### config.mk
export PLATFORM = sky130hd
export DESIGN_NAME = fetch_top
export DESIGN_NICKNAME = d
export VERILOG_FILES = /design/src/verilog/fetch_pkg.sv /design/src/verilog/fetch_top.sv /design/src/verilog/pc_gen.sv /design/src/verilog/fetch_buffer.sv /design/src/verilog/prefetch_ctrl.sv /design/src/verilog/line_store.sv
export SDC_FILE = /design/constraint.sdc
export NUM_CORES = 1
export LEC_CHECK = 0
export ABC_AREA = 0
export BUFFER_PORTS_ARGS = -buffer_cell sky130_fd_sc_hd__buf_2
export CORE_MARGIN = 4
export CORE_UTILIZATION = 30
export DETAILED_ROUTE_END_ITERATION = 16
export PLACE_DENSITY = 0.49
export REMOVE_ABC_BUFFERS = 1
export SLEW_MARGIN = 10
export SYNTH_ARGS = -nofsm -noshare
export SYNTH_HDL_FRONTEND = slang
export SYNTH_SLANG_ARGS = --single-unit
### constraint.sdc
create_clock -name clk -period 7.6 [get_ports clk]
set_input_delay 1.14 -clock clk [delete_from_list [all_inputs] [get_ports clk]]
set_output_delay 1.14 -clock clk [all_outputs]
set_load 0.05 [all_outputs]
### src/verilog/fetch_pkg.sv
`default_nettype none

package fetch_pkg;

  // ==========================================================================
  // datapath widths
  // ==========================================================================

  // byte address of an instruction
  typedef logic [31:0] pc_t;

  // one instruction word
  typedef logic [31:0] inst_t;

  // four words per cache line
  typedef logic [127:0] line_t;

  // line address, pc[31:4]
  typedef logic [27:0] line_tag_t;

  // line store index and FIFO pointer with wrap bit on top
  typedef logic [1:0] slot_t;
  typedef logic [2:0] ptr_t;

  // ==========================================================================
  // constants and states
  // ==========================================================================

  localparam int  LINE_DEPTH = 4;
  localparam pc_t RESET_PC   = 32'h8000_0000;

  // read port request FSM
  typedef enum logic {
    REQ_IDLE,
    REQ_WAIT
  } req_state_t;

endpackage

`default_nettype wire
### src/verilog/fetch_top.sv
`default_nettype none

module fetch_top (
  input  logic              clk,
  input  logic              rst_n,
  // core side control
  input  logic              redirect_i,
  input  fetch_pkg::pc_t    redirect_pc_i,
  input  logic              stall_i,
  // cache read port
  input  logic              ar_ready_i,
  output logic              ar_valid_o,
  output fetch_pkg::pc_t    ar_addr_o,
  input  logic              r_valid_i,
  input  fetch_pkg::line_t  r_data_i,
  output logic              r_ready_o,
  // to decode
  output logic              inst_valid_o,
  output fetch_pkg::inst_t  inst_o,
  output fetch_pkg::pc_t    pc_o
);

  fetch_pkg::pc_t fetch_pc;
  logic           flush;
  logic           inst_valid;

  pc_gen u_pc_gen (
    .clk           (clk),
    .rst_n         (rst_n),
    .redirect_i    (redirect_i),
    .redirect_pc_i (redirect_pc_i),
    .stall_i       (stall_i),
    .inst_valid_i  (inst_valid),
    .pc_o          (fetch_pc),
    .flush_o       (flush)
  );

  fetch_buffer u_fetch_buffer (
    .clk          (clk),
    .rst_n        (rst_n),
    .fetch_pc_i   (fetch_pc),
    .flush_i      (flush),
    .ar_ready_i   (ar_ready_i),
    .ar_valid_o   (ar_valid_o),
    .ar_addr_o    (ar_addr_o),
    .r_valid_i    (r_valid_i),
    .r_data_i     (r_data_i),
    .r_ready_o    (r_ready_o),
    .inst_valid_o (inst_valid),
    .inst_o       (inst_o)
  );

  assign inst_valid_o = inst_valid;
  assign pc_o         = fetch_pc;

endmodule

`default_nettype wire

### src/verilog/pc_gen.sv
`default_nettype none

module pc_gen (
  input  logic            clk,
  input  logic            rst_n,
  input  logic            redirect_i,
  input  fetch_pkg::pc_t  redirect_pc_i,
  input  logic            stall_i,
  input  logic            inst_valid_i,
  output fetch_pkg::pc_t  pc_o,
  output logic            flush_o
);

  fetch_pkg::pc_t pc_q;
  logic           flush_q;
  logic           advance;

  // instruction taken by decode
  // nothing is taken in the flush cycle of a redirect
  assign advance = inst_valid_i && !stall_i && !flush_q;

  always_ff @(posedge clk) begin
    if (rst_n) begin
      pc_q    <= fetch_pkg::RESET_PC;
      flush_q <= 1'b0;
    end else begin
      flush_q <= redirect_i;
      if (redirect_i) begin
        pc_q <= redirect_pc_i;
      end else if (advance) begin
        pc_q <= pc_q + fetch_pkg::pc_t'(4);
      end
    end
  end

  assign pc_o    = pc_q;
  assign flush_o = flush_q;

  // redirect targets from decode must be word aligned as well
  a_pc_aligned: assert property (@(posedge clk) disable iff (rst_n)
    pc_o[1:0] == 2'b00);

endmodule

`default_nettype wire

### src/verilog/fetch_buffer.sv
`default_nettype none

module fetch_buffer (
  input  logic              clk,
  input  logic              rst_n,
  input  fetch_pkg::pc_t    fetch_pc_i,
  input  logic              flush_i,
  input  logic              ar_ready_i,
  output logic              ar_valid_o,
  output fetch_pkg::pc_t    ar_addr_o,
  input  logic              r_valid_i,
  input  fetch_pkg::line_t  r_data_i,
  output logic              r_ready_o,
  output logic              inst_valid_o,
  output fetch_pkg::inst_t  inst_o
);

  fetch_pkg::ptr_t      wptr_q;
  fetch_pkg::ptr_t      rptr_q;
  fetch_pkg::ptr_t      count;
  fetch_pkg::line_tag_t head_tag_q;
  fetch_pkg::line_tag_t pc_tag;
  fetch_pkg::line_tag_t next_tag;
  fetch_pkg::line_t     head_line;
  fetch_pkg::pc_t       req_addr;
  logic                 fifo_full;
  logic                 fifo_empty;
  logic                 tag_hit;
  logic                 pop;
  logic                 line_we;

  // ==========================================================================
  // FIFO pointers
  // ==========================================================================

  assign fifo_empty = (wptr_q == rptr_q);
  assign fifo_full  = (wptr_q == {~rptr_q[2], rptr_q[1:0]});
  assign count      = wptr_q - rptr_q;

  assign pc_tag  = fetch_pc_i[31:4];
  assign tag_hit = (pc_tag == head_tag_q);
  // pc left the head line
  assign pop     = !fifo_empty && !tag_hit;

  always_ff @(posedge clk) begin
    if (rst_n) begin
      wptr_q     <= '0;
      rptr_q     <= '0;
      head_tag_q <= fetch_pkg::RESET_PC[31:4];
    end else begin
      if (line_we) begin
        wptr_q <= wptr_q + fetch_pkg::ptr_t'(1);
      end
      if (flush_i) begin
        rptr_q <= wptr_q;
      end else if (pop) begin
        rptr_q <= rptr_q + fetch_pkg::ptr_t'(1);
      end
      // head tag trails the pc by one cycle, also after a flush
      head_tag_q <= pc_tag;
    end
  end

  // ==========================================================================
  // request address
  // ==========================================================================

  // first line past what is already buffered
  assign next_tag = head_tag_q + fetch_pkg::line_tag_t'(count);

  always_comb begin
    if (flush_i) begin
      req_addr = {pc_tag, 4'h0};
    end else begin
      req_addr = {next_tag, 4'h0};
    end
  end

  prefetch_ctrl u_prefetch_ctrl (
    .clk         (clk),
    .rst_n       (rst_n),
    .fifo_full_i (fifo_full),
    .flush_i     (flush_i),
    .req_addr_i  (req_addr),
    .ar_ready_i  (ar_ready_i),
    .r_valid_i   (r_valid_i),
    .ar_valid_o  (ar_valid_o),
    .ar_addr_o   (ar_addr_o),
    .r_ready_o   (r_ready_o),
    .line_we_o   (line_we)
  );

  line_store u_line_store (
    .clk     (clk),
    .we_i    (line_we),
    .waddr_i (wptr_q[1:0]),
    .wdata_i (r_data_i),
    .raddr_i (rptr_q[1:0]),
    .rdata_o (head_line)
  );

  // ==========================================================================
  // instruction out
  // ==========================================================================

  // empty FIFO delivers through the line store bypass
  assign inst_valid_o = !flush_i && tag_hit && (!fifo_empty || line_we);

  always_comb begin
    case (fetch_pc_i[3:2])
      2'd0:    inst_o = head_line[31:0];
      2'd1:    inst_o = head_line[63:32];
      2'd2:    inst_o = head_line[95:64];
      default: inst_o = head_line[127:96];
    endcase
  end

  a_no_write_full: assert property (@(posedge clk) disable iff (rst_n)
    line_we |-> !fifo_full);

endmodule

`default_nettype wire

### src/verilog/prefetch_ctrl.sv
`default_nettype none

module prefetch_ctrl (
  input  logic            clk,
  input  logic            rst_n,
  input  logic            fifo_full_i,
  input  logic            flush_i,
  input  fetch_pkg::pc_t  req_addr_i,
  input  logic            ar_ready_i,
  input  logic            r_valid_i,
  output logic            ar_valid_o,
  output fetch_pkg::pc_t  ar_addr_o,
  output logic            r_ready_o,
  output logic            line_we_o
);

  fetch_pkg::req_state_t state_q;
  fetch_pkg::pc_t        ar_addr_q;
  logic                  ar_valid_q;
  logic                  stale_q;
  logic                  launch;
  logic                  ar_hs;
  logic                  r_hs;

  // ==========================================================================
  // handshakes
  // ==========================================================================

  assign launch = (state_q == fetch_pkg::REQ_IDLE) && !ar_valid_q && !fifo_full_i;
  assign ar_hs  = ar_valid_q && ar_ready_i;
  assign r_hs   = r_valid_i && r_ready_o;

  always_ff @(posedge clk) begin
    if (rst_n) begin
      state_q    <= fetch_pkg::REQ_IDLE;
      ar_valid_q <= 1'b0;
    end else begin
      case (state_q)
        fetch_pkg::REQ_IDLE: begin
          if (ar_hs) begin
            ar_valid_q <= 1'b0;
            state_q    <= fetch_pkg::REQ_WAIT;
          end else if (launch) begin
            ar_valid_q <= 1'b1;
          end
        end
        fetch_pkg::REQ_WAIT: begin
          if (r_hs) begin
            state_q <= fetch_pkg::REQ_IDLE;
          end
        end
        default: begin
          state_q <= fetch_pkg::REQ_IDLE;
        end
      endcase
    end
  end

  // address is captured once and held until accepted
  always_ff @(posedge clk) begin
    if (launch) begin
      ar_addr_q <= req_addr_i;
    end
  end

  // a flush after the request went out makes its line useless
  always_ff @(posedge clk) begin
    if (rst_n) begin
      stale_q <= 1'b0;
    end else if (r_hs) begin
      stale_q <= 1'b0;
    end else if (flush_i && (ar_valid_q || state_q == fetch_pkg::REQ_WAIT)) begin
      stale_q <= 1'b1;
    end
  end

  assign ar_valid_o = ar_valid_q;
  assign ar_addr_o  = ar_addr_q;
  assign r_ready_o  = (state_q == fetch_pkg::REQ_WAIT);
  // line is still accepted when stale, only the write is dropped
  assign line_we_o  = r_hs && !stale_q && !flush_i;

  a_no_overlap: assert property (@(posedge clk) disable iff (rst_n)
    !(ar_valid_o && r_ready_o));

  a_addr_stable: assert property (@(posedge clk) disable iff (rst_n)
    ar_valid_o && !ar_ready_i |=> ar_valid_o && $stable(ar_addr_o));

endmodule

`default_nettype wire

### src/verilog/line_store.sv
`default_nettype none

module line_store (
  input  logic              clk,
  input  logic              we_i,
  input  fetch_pkg::slot_t  waddr_i,
  input  fetch_pkg::line_t  wdata_i,
  input  fetch_pkg::slot_t  raddr_i,
  output fetch_pkg::line_t  rdata_o
);

  // line storage
  fetch_pkg::line_t mem_q [fetch_pkg::LINE_DEPTH];

  logic wr_hit;

  always_ff @(posedge clk) begin
    if (we_i) begin
      mem_q[waddr_i] <= wdata_i;
    end
  end

  // same-cycle write to the slot being read
  assign wr_hit = we_i && (waddr_i == raddr_i);

  // forward the incoming line so an empty FIFO can deliver at once
  always_comb begin
    if (wr_hit) begin
      rdata_o = wdata_i;
    end else begin
      rdata_o = mem_q[raddr_i];
    end
  end

endmodule

`default_nettype wire

**After elaboration in Yosys (flattened, before gate mapping)**

Memories as Yosys holds them, arrays and structs flattened. A register that Yosys moved wholly into a read port is not among the register bits.
Cells that the tools add are included.
W data, S select, Z words.

- Bitwise logic cells: 2
- $add $sub $neg: 5
- Muxes and demuxes: 16
- Eq/ne operators: 6
- Reduce and logical (&&, ||, !) cells: 28

Operator list:

| kind | number |
|---|---|
| $mux W128 | 1 |
| $mux W32 | 3 |
| $pmux W32 S3 | 1 |
| $add A32 B3 Y32 const B | 1 |
| $add A28 B3 Y28 | 1 |
| $eq A28 B28 Y1 | 1 |
| $logic_and A1 B1 Y1 | 13 |
| $logic_not A1 Y1 | 7 |
| $add A3 B1 Y3 const B | 2 |
| $eq A3 B3 Y1 | 2 |
| $mux W1 | 6 |
| $mux W3 | 2 |
| $reduce_bool A2 Y1 | 3 |
| $mux W2 | 2 |
| $sub A3 B3 Y3 | 1 |
| $eq A2 B1 Y1 const B | 1 |
| $eq A2 B2 Y1 | 1 |
| $eq A2 B2 Y1 const B | 1 |
| $logic_not A2 Y1 | 1 |
| $logic_or A1 B1 Y1 | 2 |
| $not A1 Y1 | 2 |
| $pmux W1 S2 | 1 |
| $reduce_and A2 Y1 | 1 |
| $reduce_or A2 Y1 | 1 |

- Bits in writable memories: 512
- Input port bits: 166
- Output and inout bits: 99
- Memories: 1
- Flip-flop bits (word level): 102

Memory list:

| name | words | width | read ports | clocked after memory_dff | wr ports | line | RTL |
|---|---|---|---|---|---|---|---|
| u_fetch_buffer.u_line_store.mem_q | 4 | 128 | 1 | 1 | 1 | line_store.sv:13 | `fetch_pkg::line_t mem_q [fetch_pkg::LINE_DEPTH];` |

**Longest topological paths before layout**

Gate-level depths: netlist of run 1.

- Word-level depth: 9
- Mapped depth: 12

**By module**

From an unflattened synthesis of run 1, not the netlist that was laid out.

- Cells, all modules: 1,380
- Area, all modules: 26,350.3 sq um

By module, submodules not included:

| module | area an instance (sq um) | instances | cells each | sequential area each (sq um) |
|---|---|---|---|---|
| line_store | 20,455.9 | 1 | 819 | 15,374.7 |
| fetch_buffer | 2,996.6 | 1 | 310 | 680.7 |
| pc_gen | 1,810.5 | 1 | 205 | 660.6 |
| prefetch_ctrl | 1,087.3 | 1 | 46 | 1,021.0 |

**Least setup slack after synthesis of run 1**

Ideal clock, no wire load.

- Path kind: input to register
- From: input port r_valid_i
- To: memory u_fetch_buffer.u_line_store.mem_q[3][0] (netlist bit), enable pin
- Stages on the path: 3
- Arrival: 4.449 ns
- Path slack: 2.647 ns
- Cells stage by stage: and4bb_1 -> buf_4 -> and2_1

- Word-level cells in the longest chain between the ends: 5

RTL lines:

| element | line | RTL |
|---|---|---|
| start, declared | fetch_top.sv:14 | `input logic r_valid_i,` |
| $logic_and A1 B1 Y1 | prefetch_ctrl.sv:31 | `assign r_hs = r_valid_i && r_ready_o;` |
| $logic_and A1 B1 Y1 (2 in series) | prefetch_ctrl.sv:81 | `assign line_we_o = r_hs && !stale_q && !flush_i;` |
| $mux W1 | line_store.sv:18 | `if (we_i) begin` |
| $mux W1 (not written as such) | line_store.sv:19 | `mem_q[waddr_i] <= wdata_i;` |
| end, declared | line_store.sv:13 |  |

Every way passes these cells.

**Final worst setup path of run 1**

- From: register u_pc_gen.flush_q (netlist: u_pc_gen.flush_o)
- To: output port inst_o[5]

- Word-level cells in the longest chain between the ends: 5

RTL lines:

| element | line | RTL |
|---|---|---|
| start, declared | pc_gen.sv:15 | `logic flush_q;` |
| start signal, assigned | pc_gen.sv:27 | `flush_q <= redirect_i;` |
| $logic_not A1 Y1 | prefetch_ctrl.sv:81 |  |
| $logic_and A1 B1 Y1 | prefetch_ctrl.sv:81 |  |
| $logic_and A1 B1 Y1 | line_store.sv:24 | `assign wr_hit = we_i && (waddr_i == raddr_i);` |
| $mux W128 | line_store.sv:28 | `if (wr_hit) begin` |
| $pmux W32 S3 | fetch_buffer.sv:110 | `case (fetch_pc_i[3:2])` |
| end, declared | fetch_top.sv:19 | `output fetch_pkg::inst_t inst_o,` |

Every way passes these cells.

==> run metrics, run 1 <==
FF+latch count, synth=612; count of final max-slew check failures=0; RSZ-0062 raised after global routing=no; Clk pin slew, worst setup/hold paths=0.05 ns; fin nets=2,026; sw frac=26.3%; syn avg cell area=around 16 sq um; drt pass-1 iters=5; share of cells above drive strength 1=28.5%; Fmax=slightly below 0.2 GHz; Hold WS=0.473 ns; Crit Path Max Fanout=62; Std-Cell Rows=~110; worst stage delay on the critical path=between 1 and 1.5 ns; share of flip-flops with an asynchronous set or reset=0%; Tightest Pin Transition=1.14 ns; Hold Crit Class=reg -> reg; Yosys warnings=0; final setup margin=2.44 ns; Util after Layout=about 36%; die area=between 0.09 and 0.1 sq mm; sequential share of the synthesized area=between 60% and 70%; CP endpoint kind=primary output; Total GRT Usage=between 15 and 20%; DP Wirelength=about 42,000 um; WP buf/inv=2; deepest clock path buffer count=3; Inst Count DP=about 2,900; wirelength, routed=just under 70,000 um; most frequent cell after synthesis=edfxtp_1; Pwr per Cell Area=267 mW/mm^2; required time worst endpoint=between 6 and 7 ns; commonest cells in the netlist=edfxtp_1, nand2_1, mux4_2, clkbuf_1, nor2_1; FF/Latch Area=around 0.018 sq mm; CP max-delay cell=dfxtp_2; DRC viols=0; first-pass GRT wire length=just over 100,000 um; Gate Count Post-Synth=1,597; skew final=around 0.035 ns; remaining antenna violation count=0; CP arrival=around 4.0 ns; family with the most delay on the worst path=simple AND/OR/NAND/NOR gates; io pins=265; chip width=roughly 300 um; CTS resizes=0; Rel. slew slack=23.6%; fillers=just over 8,000; CP cell instances=and4bb_1 -> nand3_4 -> buf_4 -> a221oi_1 -> nor2_1 -> a211oi_1 -> a31oi_1 -> buf_2; Die H=roughly 300 um; vias in the first global route=between 15,000 and 20,000; Layout area overhead=18.8%; setup TNS=0 ns; DRT iter0 DRCs=between 1,000 and 1,500; Worst-Skew Late Latency=between 0.6 and 0.7 ns; Multi-input gate area=0.00747 sq mm; area leader, netlist=edfxtp_1; Placer Congestion=approximately 0.8; # hold bufs at CTS=0; non-filler cells, final=roughly 3,000; clk sinks=between 600 and 700; Place WS=around 2.6 ns; final hold viol count=0; fin area=0.0304 sq mm; NetSw=~2.1 mW; dominant cells by area after synthesis=edfxtp_1, mux4_2, dfxtp_1; Final period util=67.9%; Setup-failing EPs final=0; initial antenna violation count=12; Congestion Overflow GR=0; Reg power frac=a little under half; post-DR vias/cell=5.04; status=complete, no violations; synthesized area=roughly 0.026 sq mm; Starting Density=30.5%; vias post-DR=between 15,000 and 20,000; Clock Power Share=about 40%; internal power=5.98 mW; post-layout min period=5.16 ns; Post-CTS Setup Bufs=0; total CTS buffers=72; CP Launch Type=flop; routed len/inst=about 23 um; kind of critical path=reg -> out; Tot Pwr=approximately 8 mW; number of synthesized flops with an enable pin=between 500 and 600; area of the core=0.0841 sq mm; largest net degree at the start of global routing=73; Peak VDD IR=0.184 mV; most used flip-flop cell after synthesis=edfxtp_1; Root Buffer=clkbuf_16; placed cell areas=around 0.028 sq mm; Leakage=around 10 nW; H-tree depth=3; Port Buf Inserts=260; combinational share of power=between 10 and 15%; CTS tree=yes; Max Cap Viol=0; top-area cell type share of the netlist area=a little over three fifths; synth unique cells=~60
-- power groups by stage --
stage,registers [mW],logic (mW),clock network (mW)
floorplan,4.05,0.597,0
global placement,3.90,1.05,0
detailed placement,3.90,1.06,0
CTS,3.83,1.06,3.36
global route,3.83,1.12,3.51
finish,3.83,1.04,3.24
-- cell families (layout without fill, tap and decap cells) --
group	count (synthesis)	after routing	share of synthesized area, %
compound gates	237	237	6.96
xor+xnor	67	67	2.29
fa+ha+maj	16	16	0.840
buf+inv	141	442	2.19
flops	612	612	68.9
mux	134	134	11.5
other cells	1	8	0.0146
simple gates	389	389	7.24
-- flip-flops by register name, summed over array words and instances (netlist names), named ones only --
signal                                     flops
u_pc_gen.pc_o                                 32
u_fetch_buffer.u_prefetch_ctrl.ar_valid_o      1
u_fetch_buffer.head_tag_q                     28
u_fetch_buffer.u_prefetch_ctrl.ar_addr_o      28
u_fetch_buffer.u_prefetch_ctrl.stale_q         1
u_pc_gen.flush_o                               1
u_fetch_buffer.rptr_q                          3
u_fetch_buffer.u_prefetch_ctrl.r_ready_o       1
u_fetch_buffer.wptr_q                          3
u_fetch_buffer.u_line_store.mem_q            512
-- area by class of cell --
type	instances	area share, %
flip-flops and latches	612	58.1
multi-input cells	847	24.5
clock buffers	95	6.21
repair buffers	283	4.97
well taps	1134	4.67
clock inverters	36	1.14
inverters	28	0.346
diodes	4	0.0329
-- worst paths after layout --
kind                                                             from                                                   to  slack, ns  cells after the start
setup / recovery                          u_pc_gen.flush_o$_SDFF_PP0_                                            inst_o[5]       2.44                      8
hold / removal    u_fetch_buffer.u_prefetch_ctrl.stale_q$_SDFFE_PP0P_  u_fetch_buffer.u_prefetch_ctrl.stale_q$_SDFFE_PP0P_       0.47                      2
setup reg to reg                          u_pc_gen.flush_o$_SDFF_PP0_                       u_pc_gen.pc_o[31]$_SDFFE_PP1P_       3.60                      6
hold reg to reg   u_fetch_buffer.u_prefetch_ctrl.stale_q$_SDFFE_PP0P_  u_fetch_buffer.u_prefetch_ctrl.stale_q$_SDFFE_PP0P_       0.47                      2
-- layer usage --
metal	vias up	wire length [um]	track usage (%)
li1	6855	-	-
met1	7948	29600	19.9
met4	6	1300	4.25
met2	426	34200	25.4
met5	-	34	0
met3	89	4280	3.39
-- worst reg2reg max path: cells and delay by family, from the launching register on --
kind               cells  cell delay, ns
AOI/OAI and AO/OA      2            0.46
DFF                    1            0.63
and+or+nand+nor        4            2.85
-- layout by cell type, fill, tap and decap left out, types with 18 or more instances in the layout --
master / count
a221oi_1: 49
nor2b_1: 22
dfxtp_1: 69
nand3_1: 20
xor2_1: 31
o21ai_0: 31
clkbuf_16: 72
xnor2_1: 36
a211oi_1: 23
mux4_2: 128
a21oi_1: 23
a22oi_1: 18
buf_4: 20
nand4_1: 19
nor2_1: 73
nand2_1: 175
clkbuf_1: 23
a21o_1: 19
buf_2: 260
inv_1: 27
edfxtp_1: 540
No activity file was read; power rests on OpenSTA's default activity.
==> run 2: changes to the inputs <==
--- a/config.mk
+++ b/config.mk
@@ -10,7 +10,7 @@
 export CORE_MARGIN = 4
 export CORE_UTILIZATION = 30
 export DETAILED_ROUTE_END_ITERATION = 16
-export PLACE_DENSITY = 0.49
+export PLACE_DENSITY = 0.51
 export REMOVE_ABC_BUFFERS = 1
 export SLEW_MARGIN = 10
 export SYNTH_ARGS = -nofsm -noshare
==> constraint.sdc (replaced) <==
create_clock -name clk -period 4.5 [get_ports clk]
set_input_delay 0.675 -clock clk [delete_from_list [all_inputs] [get_ports clk]]
set_output_delay 0.675 -clock clk [all_outputs]
set_load 0.05 [all_outputs]
==> run 2 against run 1 <==
  * Combinational power increased by 76%
  * Sequential share of layout area fell by 0.83 points
  * Critical path type unchanged
  * Power is 73% higher
  * Global-route usage increased by 0.060 points
  * Non-clock buffer count is 19 higher
  * Highest routed layer unchanged
  * Critical endpoint is now inst_o[24]
  * Utilization increased by 0.53 points
  * Clock-buffer cell count down 3
==> run metrics, run 2 (synthesis results as in run 1) <==
CP endpoint kind=primary output; Layout area overhead=20.5%; die area=0.0901 sq mm (unchanged); first-pass GRT wire length=104,000 um (+0.83%); Clk pin slew, worst setup/hold paths=0.06 ns (about the same); Final period util=between 90% and 100%; Placer Congestion=0.823 (+4.9%); RSZ-0062 raised after global routing=no; Die H=300 um (unchanged); kind of critical path=reg -> out; NetSw=3.63 mW (+71%); Clock Power Share=41.2% (+1.2 points); Crit Path Max Fanout=49 (-21%); post-DR vias/cell=5.05 (+0.22%); Inst Count DP=2,923 (+0.65%); status=complete, no violations; Fmax=roughly 0.25 GHz; post-layout min period=4.08 ns; io pins=265 (unchanged); CTS resizes=0 (unchanged); largest net degree at the start of global routing=65 (-11%); Congestion Overflow GR=0 (unchanged); Util after Layout=36.7% (+0.53 points); count of final max-slew check failures=0 (unchanged); Setup-failing EPs final=0 (unchanged); most frequent cells in the layout=edfxtp_1, buf_2, nand2_1, mux4_2, nor2_1; Pwr per Cell Area=455 mW/mm^2 (+70%); Port Buf Inserts=260 (unchanged); Rel. slew slack=42.9% (+19 points); remaining antenna violation count=0 (unchanged); skew final=0.0287 ns (-0.00625 ns); Most flops, register=u_fetch_buffer.u_line_store.mem_q; area of the core=0.0841 sq mm (unchanged); Reg power frac=45.8% (-1.4 points); Root Buffer=clkbuf_16; Largest register FFs=512 (unchanged); Tightest Pin Transition=0.850 ns (-0.286 ns); wirelength, routed=69,900 um (+0.71%); combinational share of power=13.1% (+0.3 points); sw frac=25.9% (-0.37 points); Worst-Skew Late Latency=0.60 ns (about the same); DP Wirelength=44,300 um (+6.7%); Hold Crit Class=in -> reg; H-tree depth=3 (unchanged); Post-CTS Setup Bufs=0 (unchanged); DRC viols=0 (unchanged); Leakage=10.4 nW (+2.0%); Place WS=0.777 ns (-1.83 ns); share of cells above drive strength 1=29.5% (+1.1 points); initial antenna violation count=9 (-3); non-filler cells, final=3,058 (+0.63%); DRT iter0 DRCs=1,081 (+1.9%); CP Launch Type=flop; vias post-DR=15,500 (+0.84%); Starting Density=30.5% (unchanged); routed len/inst=22.9 um (about the same); deepest clock path buffer count=3 (unchanged); clk sinks=612 (unchanged); fin nets=2,044 (+0.89%); internal power=10.4 mW (+74%); final setup margin=0.420 ns (-2.02 ns); required time worst endpoint=3.83 ns (-2.63 ns); # hold bufs at CTS=0 (unchanged); CTS tree=yes; chip width=300 um (unchanged); Total GRT Usage=15.2% (+0.060 points); CP arrival=3.40 ns (-0.62 ns); most common cell after layout, fill and taps aside=edfxtp_1; vias in the first global route=16,000 (-0.27%); drt pass-1 iters=5 (unchanged); Std-Cell Rows=106 (unchanged); Peak VDD IR=0.287 mV (+56%); Max Cap Viol=0 (unchanged); final hold viol count=0 (unchanged); total CTS buffers=71 (-1.4%)
run 2: metrics by stage:
step,power [mW],hold WS [ns],instance area (sq um),setup TNS (ns)
final,14.0,0.294,30900,0
after floorplan,7.84,0.434,25200,-251.58
after detailed placement,8.40,0.461,28500,0
after global placement,8.39,0.456,28500,0
after CTS,14.2,0.236,30800,0
after global routing,14.6,0.251,30800,0
run 2: path summary, 6_finish.rpt:
path	start	slack [ns]	cells after the start	to
max reg2reg	u_fetch_buffer.wptr_q[0]$_SDFFE_PP0P_	0.96	12	u_fetch_buffer.u_prefetch_ctrl.ar_addr_o[24]$_DFFE_PP_
max	u_fetch_buffer.wptr_q[0]$_SDFFE_PP0P_	0.42	8	inst_o[24]
min reg2reg	u_fetch_buffer.u_prefetch_ctrl.stale_q$_SDFFE_PP0P_	0.47	2	u_fetch_buffer.u_prefetch_ctrl.stale_q$_SDFFE_PP0P_
min	r_data_i[35]	0.29	1	u_fetch_buffer.u_line_store.mem_q[0][35]$_DFFE_PP_
run 2: power groups by stage:
stage | Combinational (mW) | Sequential [mW] | Clock, mW
after floorplan | 1.01 | 6.83 | 0
after global placement | 1.85 | 6.54 | 0
after detailed placement | 1.86 | 6.54 | 0
after CTS | 1.87 | 6.42 | 5.96
after global routing | 1.97 | 6.43 | 6.18
final | 1.83 | 6.42 | 5.77
run 2: critical path: stages, from the launching register on:
cell	delay (ns)
dfxtp_1	0.42
inv_1	0.12
ha_1	0.54
and3_4	0.57
buf_12	0.30
a21oi_1	0.08
a221oi_1	0.34
a21o_1	0.12
buf_2	0.25
run 2: final cells by class:
type	count	area [sq um]
Fill cell	8029	53200
Sequential cell	612	17700
Multi-Input combinational cell	847	7480
Clock buffer	92	1910
Timing Repair Buffer	302	1820
Tap cell	1134	1420
Clock inverter	36	447
Inverter	28	105
Antenna cell	7	17.5
run 2: metal layers:
metal  vias up  part of all wire, %  track usage [%]  wire (um)
li1       6903                    -                -          -
met2       468                   50             25.8      34700
met1      7967                   42             20.0      29500
met4         2                  2.5             4.61       1730
met3       113                  5.7             2.73       4000
met5         -                0.016                0         11
==> run 3: changes to the inputs <==
--- a/config.mk
+++ b/config.mk
@@ -7,10 +7,8 @@
 export LEC_CHECK = 0
 export ABC_AREA = 0
 export BUFFER_PORTS_ARGS = -buffer_cell sky130_fd_sc_hd__buf_2
-export CORE_MARGIN = 4
 export CORE_UTILIZATION = 30
 export DETAILED_ROUTE_END_ITERATION = 16
-export PLACE_DENSITY = 0.51
 export REMOVE_ABC_BUFFERS = 1
 export SLEW_MARGIN = 10
 export SYNTH_ARGS = -nofsm -noshare
==> run 3 against run 2 <==
  * Clock-buffer cell count shrank 3
  * First-iteration DRC count grew 25%
  * Largest power group unchanged
  * Flip-flop and latch count is the same
  * Critical path depth shrank 1
  * Clock power shrank 2%
  * Sequential share of layout area grew 0.39 points
==> run metrics, run 3 (synthesis results as in run 1) <==
chip width=294 um (-2.0%); Die H=294 um (-2.0%); count of final max-slew check failures=0 (unchanged); Worst-Skew Late Latency=0.62 ns (+0.02 ns); area of the core=0.0841 sq mm (unchanged); CP endpoint kind=primary output; Layout area overhead=19.7%; die area=0.0865 sq mm (-4.0%); share of cells above drive strength 1=29.0% (-0.49 points); Crit Path Max Fanout=47 (-4.1%); Std-Cell Rows=106 (unchanged); Place WS=1.06 ns (+0.280 ns); remaining antenna violation count=0 (unchanged); fin nets=2,035 (-0.44%); kind of critical path=reg -> out; Peak VDD IR=0.336 mV (+17%); status=complete, no violations; Rel. slew slack=26.8% (-16 points); Largest register FFs=512 (unchanged); Max Cap Viol=0 (unchanged); Clk pin slew, worst setup/hold paths=0.06 ns (about the same); final setup margin=0.655 ns (+0.234 ns); DP Wirelength=39,500 um (-11%); Pwr per Cell Area=453 mW/mm^2 (-0.40%); CTS resizes=0 (unchanged); routed len/inst=21.9 um (-4.4%); Fmax=0.260 GHz (+6.1%); clk sinks=612 (unchanged); CP max-delay cell=mux4_2; fin area=0.0306 sq mm (-0.68%); io pins=265 (unchanged); Placer Congestion=0.850 (+3.4%); Worst Hold Launch=r_data_i[114]; Leakage=10.3 nW (-0.98%); Port Buf Inserts=260 (unchanged); total CTS buffers=70 (-1.4%); r2r startpoint=u_fetch_buffer.wptr_q[0]$_SDFFE_PP0P_; setup TNS=0 ns (unchanged); RSZ-0062 raised after global routing=no; final hold viol count=0 (unchanged); Post-CTS Setup Bufs=0 (unchanged); required time worst endpoint=3.83 ns (about the same); Hold Crit Class=in -> reg; DRT iter0 DRCs=1,349 (+25%); Most flops, register=u_fetch_buffer.u_line_store.mem_q; vias in the first global route=16,100 (+0.47%); DRC viols=0 (unchanged); CTS tree=yes; first-pass GRT wire length=99,200 um (-4.7%); Starting Density=30.5% (unchanged); placed cell areas=0.0284 sq mm (-0.43%); Util after Layout=36.4% (-0.25 points); Tightest Pin Transition=1.10 ns (+0.249 ns); Final period util=85.5% (-5.2 points); drt pass-1 iters=7 (+2); vias post-DR=15,300 (-0.87%); Hold WS=0.284 ns (-0.00998 ns); Congestion Overflow GR=0 (unchanged); Setup-failing EPs final=0 (unchanged); largest net degree at the start of global routing=130 (+100%); initial antenna violation count=10 (+1); Root Buffer=clkbuf_16; post-DR vias/cell=5.03 (-0.42%); CP arrival=3.17 ns (-0.23 ns); skew final=0.0242 ns (-0.00452 ns); wirelength, routed=66,500 um (-4.9%); deepest clock path buffer count=3 (unchanged); post-layout min period=3.85 ns (-0.234 ns); worst stage delay on the critical path=0.53 ns (-0.04 ns); most common cell after layout, fill and taps aside=edfxtp_1; # hold bufs at CTS=0 (unchanged); H-tree depth=3 (unchanged); CP cell instances=buf_12 -> buf_4 -> mux4_2 -> a22oi_1 -> a221oi_1 -> a21o_1 -> buf_2; CP Launch Type=flop; most frequent cells in the layout=edfxtp_1, buf_2, nand2_1, mux4_2, nor2_1; Total GRT Usage=15.3% (+0.062 points)
==> run 3: changes by cell type in the layout (fill, tap and decap cells not counted), moves of 2 or more <==
| cell | change |
|---|---|
| clkinv_2 | -3 |
| buf_12 | -5 |
| clkbuf_8 | -2 |
| inv_6 | +3 |
| diode_2 | -5 |
| inv_16 | -2 |
| clkinv_1 | +3 |
| buf_4 | -3 |
==> run 3: path summary, 6_finish.rpt <==
check	slack (ns)	depth (start not counted)	to
worst max-delay path	0.65	7	inst_o[0]
worst min-delay path	0.28	1	u_fetch_buffer.u_line_store.mem_q[3][114]$_DFFE_PP_
worst max register to register	1.11	12	u_fetch_buffer.u_prefetch_ctrl.ar_addr_o[26]$_DFFE_PP_
worst min register to register	0.49	2	u_pc_gen.pc_o[0]$_SDFFE_PP0P_
==> run 3: power breakdown <==
part	total, mW	switching (mW)	internal (mW)	leakage (nW)
sequential	6.42	0.120	6.30	5.49
clock	5.64	2.29	3.35	1.10
combinational	1.81	1.16	0.645	3.71
==> run 3: stage by stage <==
stage          cells  power [mW]
5_1_grt         3043        14.4
2_1_floorplan   1487        7.84
4_1_cts         3042        14.1
3_3_place_gp    2915        8.35
6_report        3044        13.9
3_5_place_dp    2915        8.37
==> run 3: routing by layer <==
metal	wire (um)	part of all wire, %	track usage [%]
met1	27800	42	19.4
met2	32800	49	25.7
met3	4000	6.0	3.35
met4	1830	2.8	5.08
met5	49	0.074	0
==> run 3: worst max-delay path, delay by kind of cell (launching register included) <==
family	cells	cell delay, ns
flip-flops	1	0.47
buffers and inverters	3	0.92
multiplexers	1	0.53
AO/OA/AOI/OAI	3	0.57
==> run 3: cell type report <==
cell class                      instances  area (sq um)
Antenna cell                            2          5.00
Clock buffer                           89          1850
Clock inverter                         38           424
Fill cell                            8012         53400
Inverter                               28           105
Multi-Input combinational cell        847          7480
Sequential cell                       612         17700
Tap cell                             1134          1420
Timing Repair Buffer                  294          1690
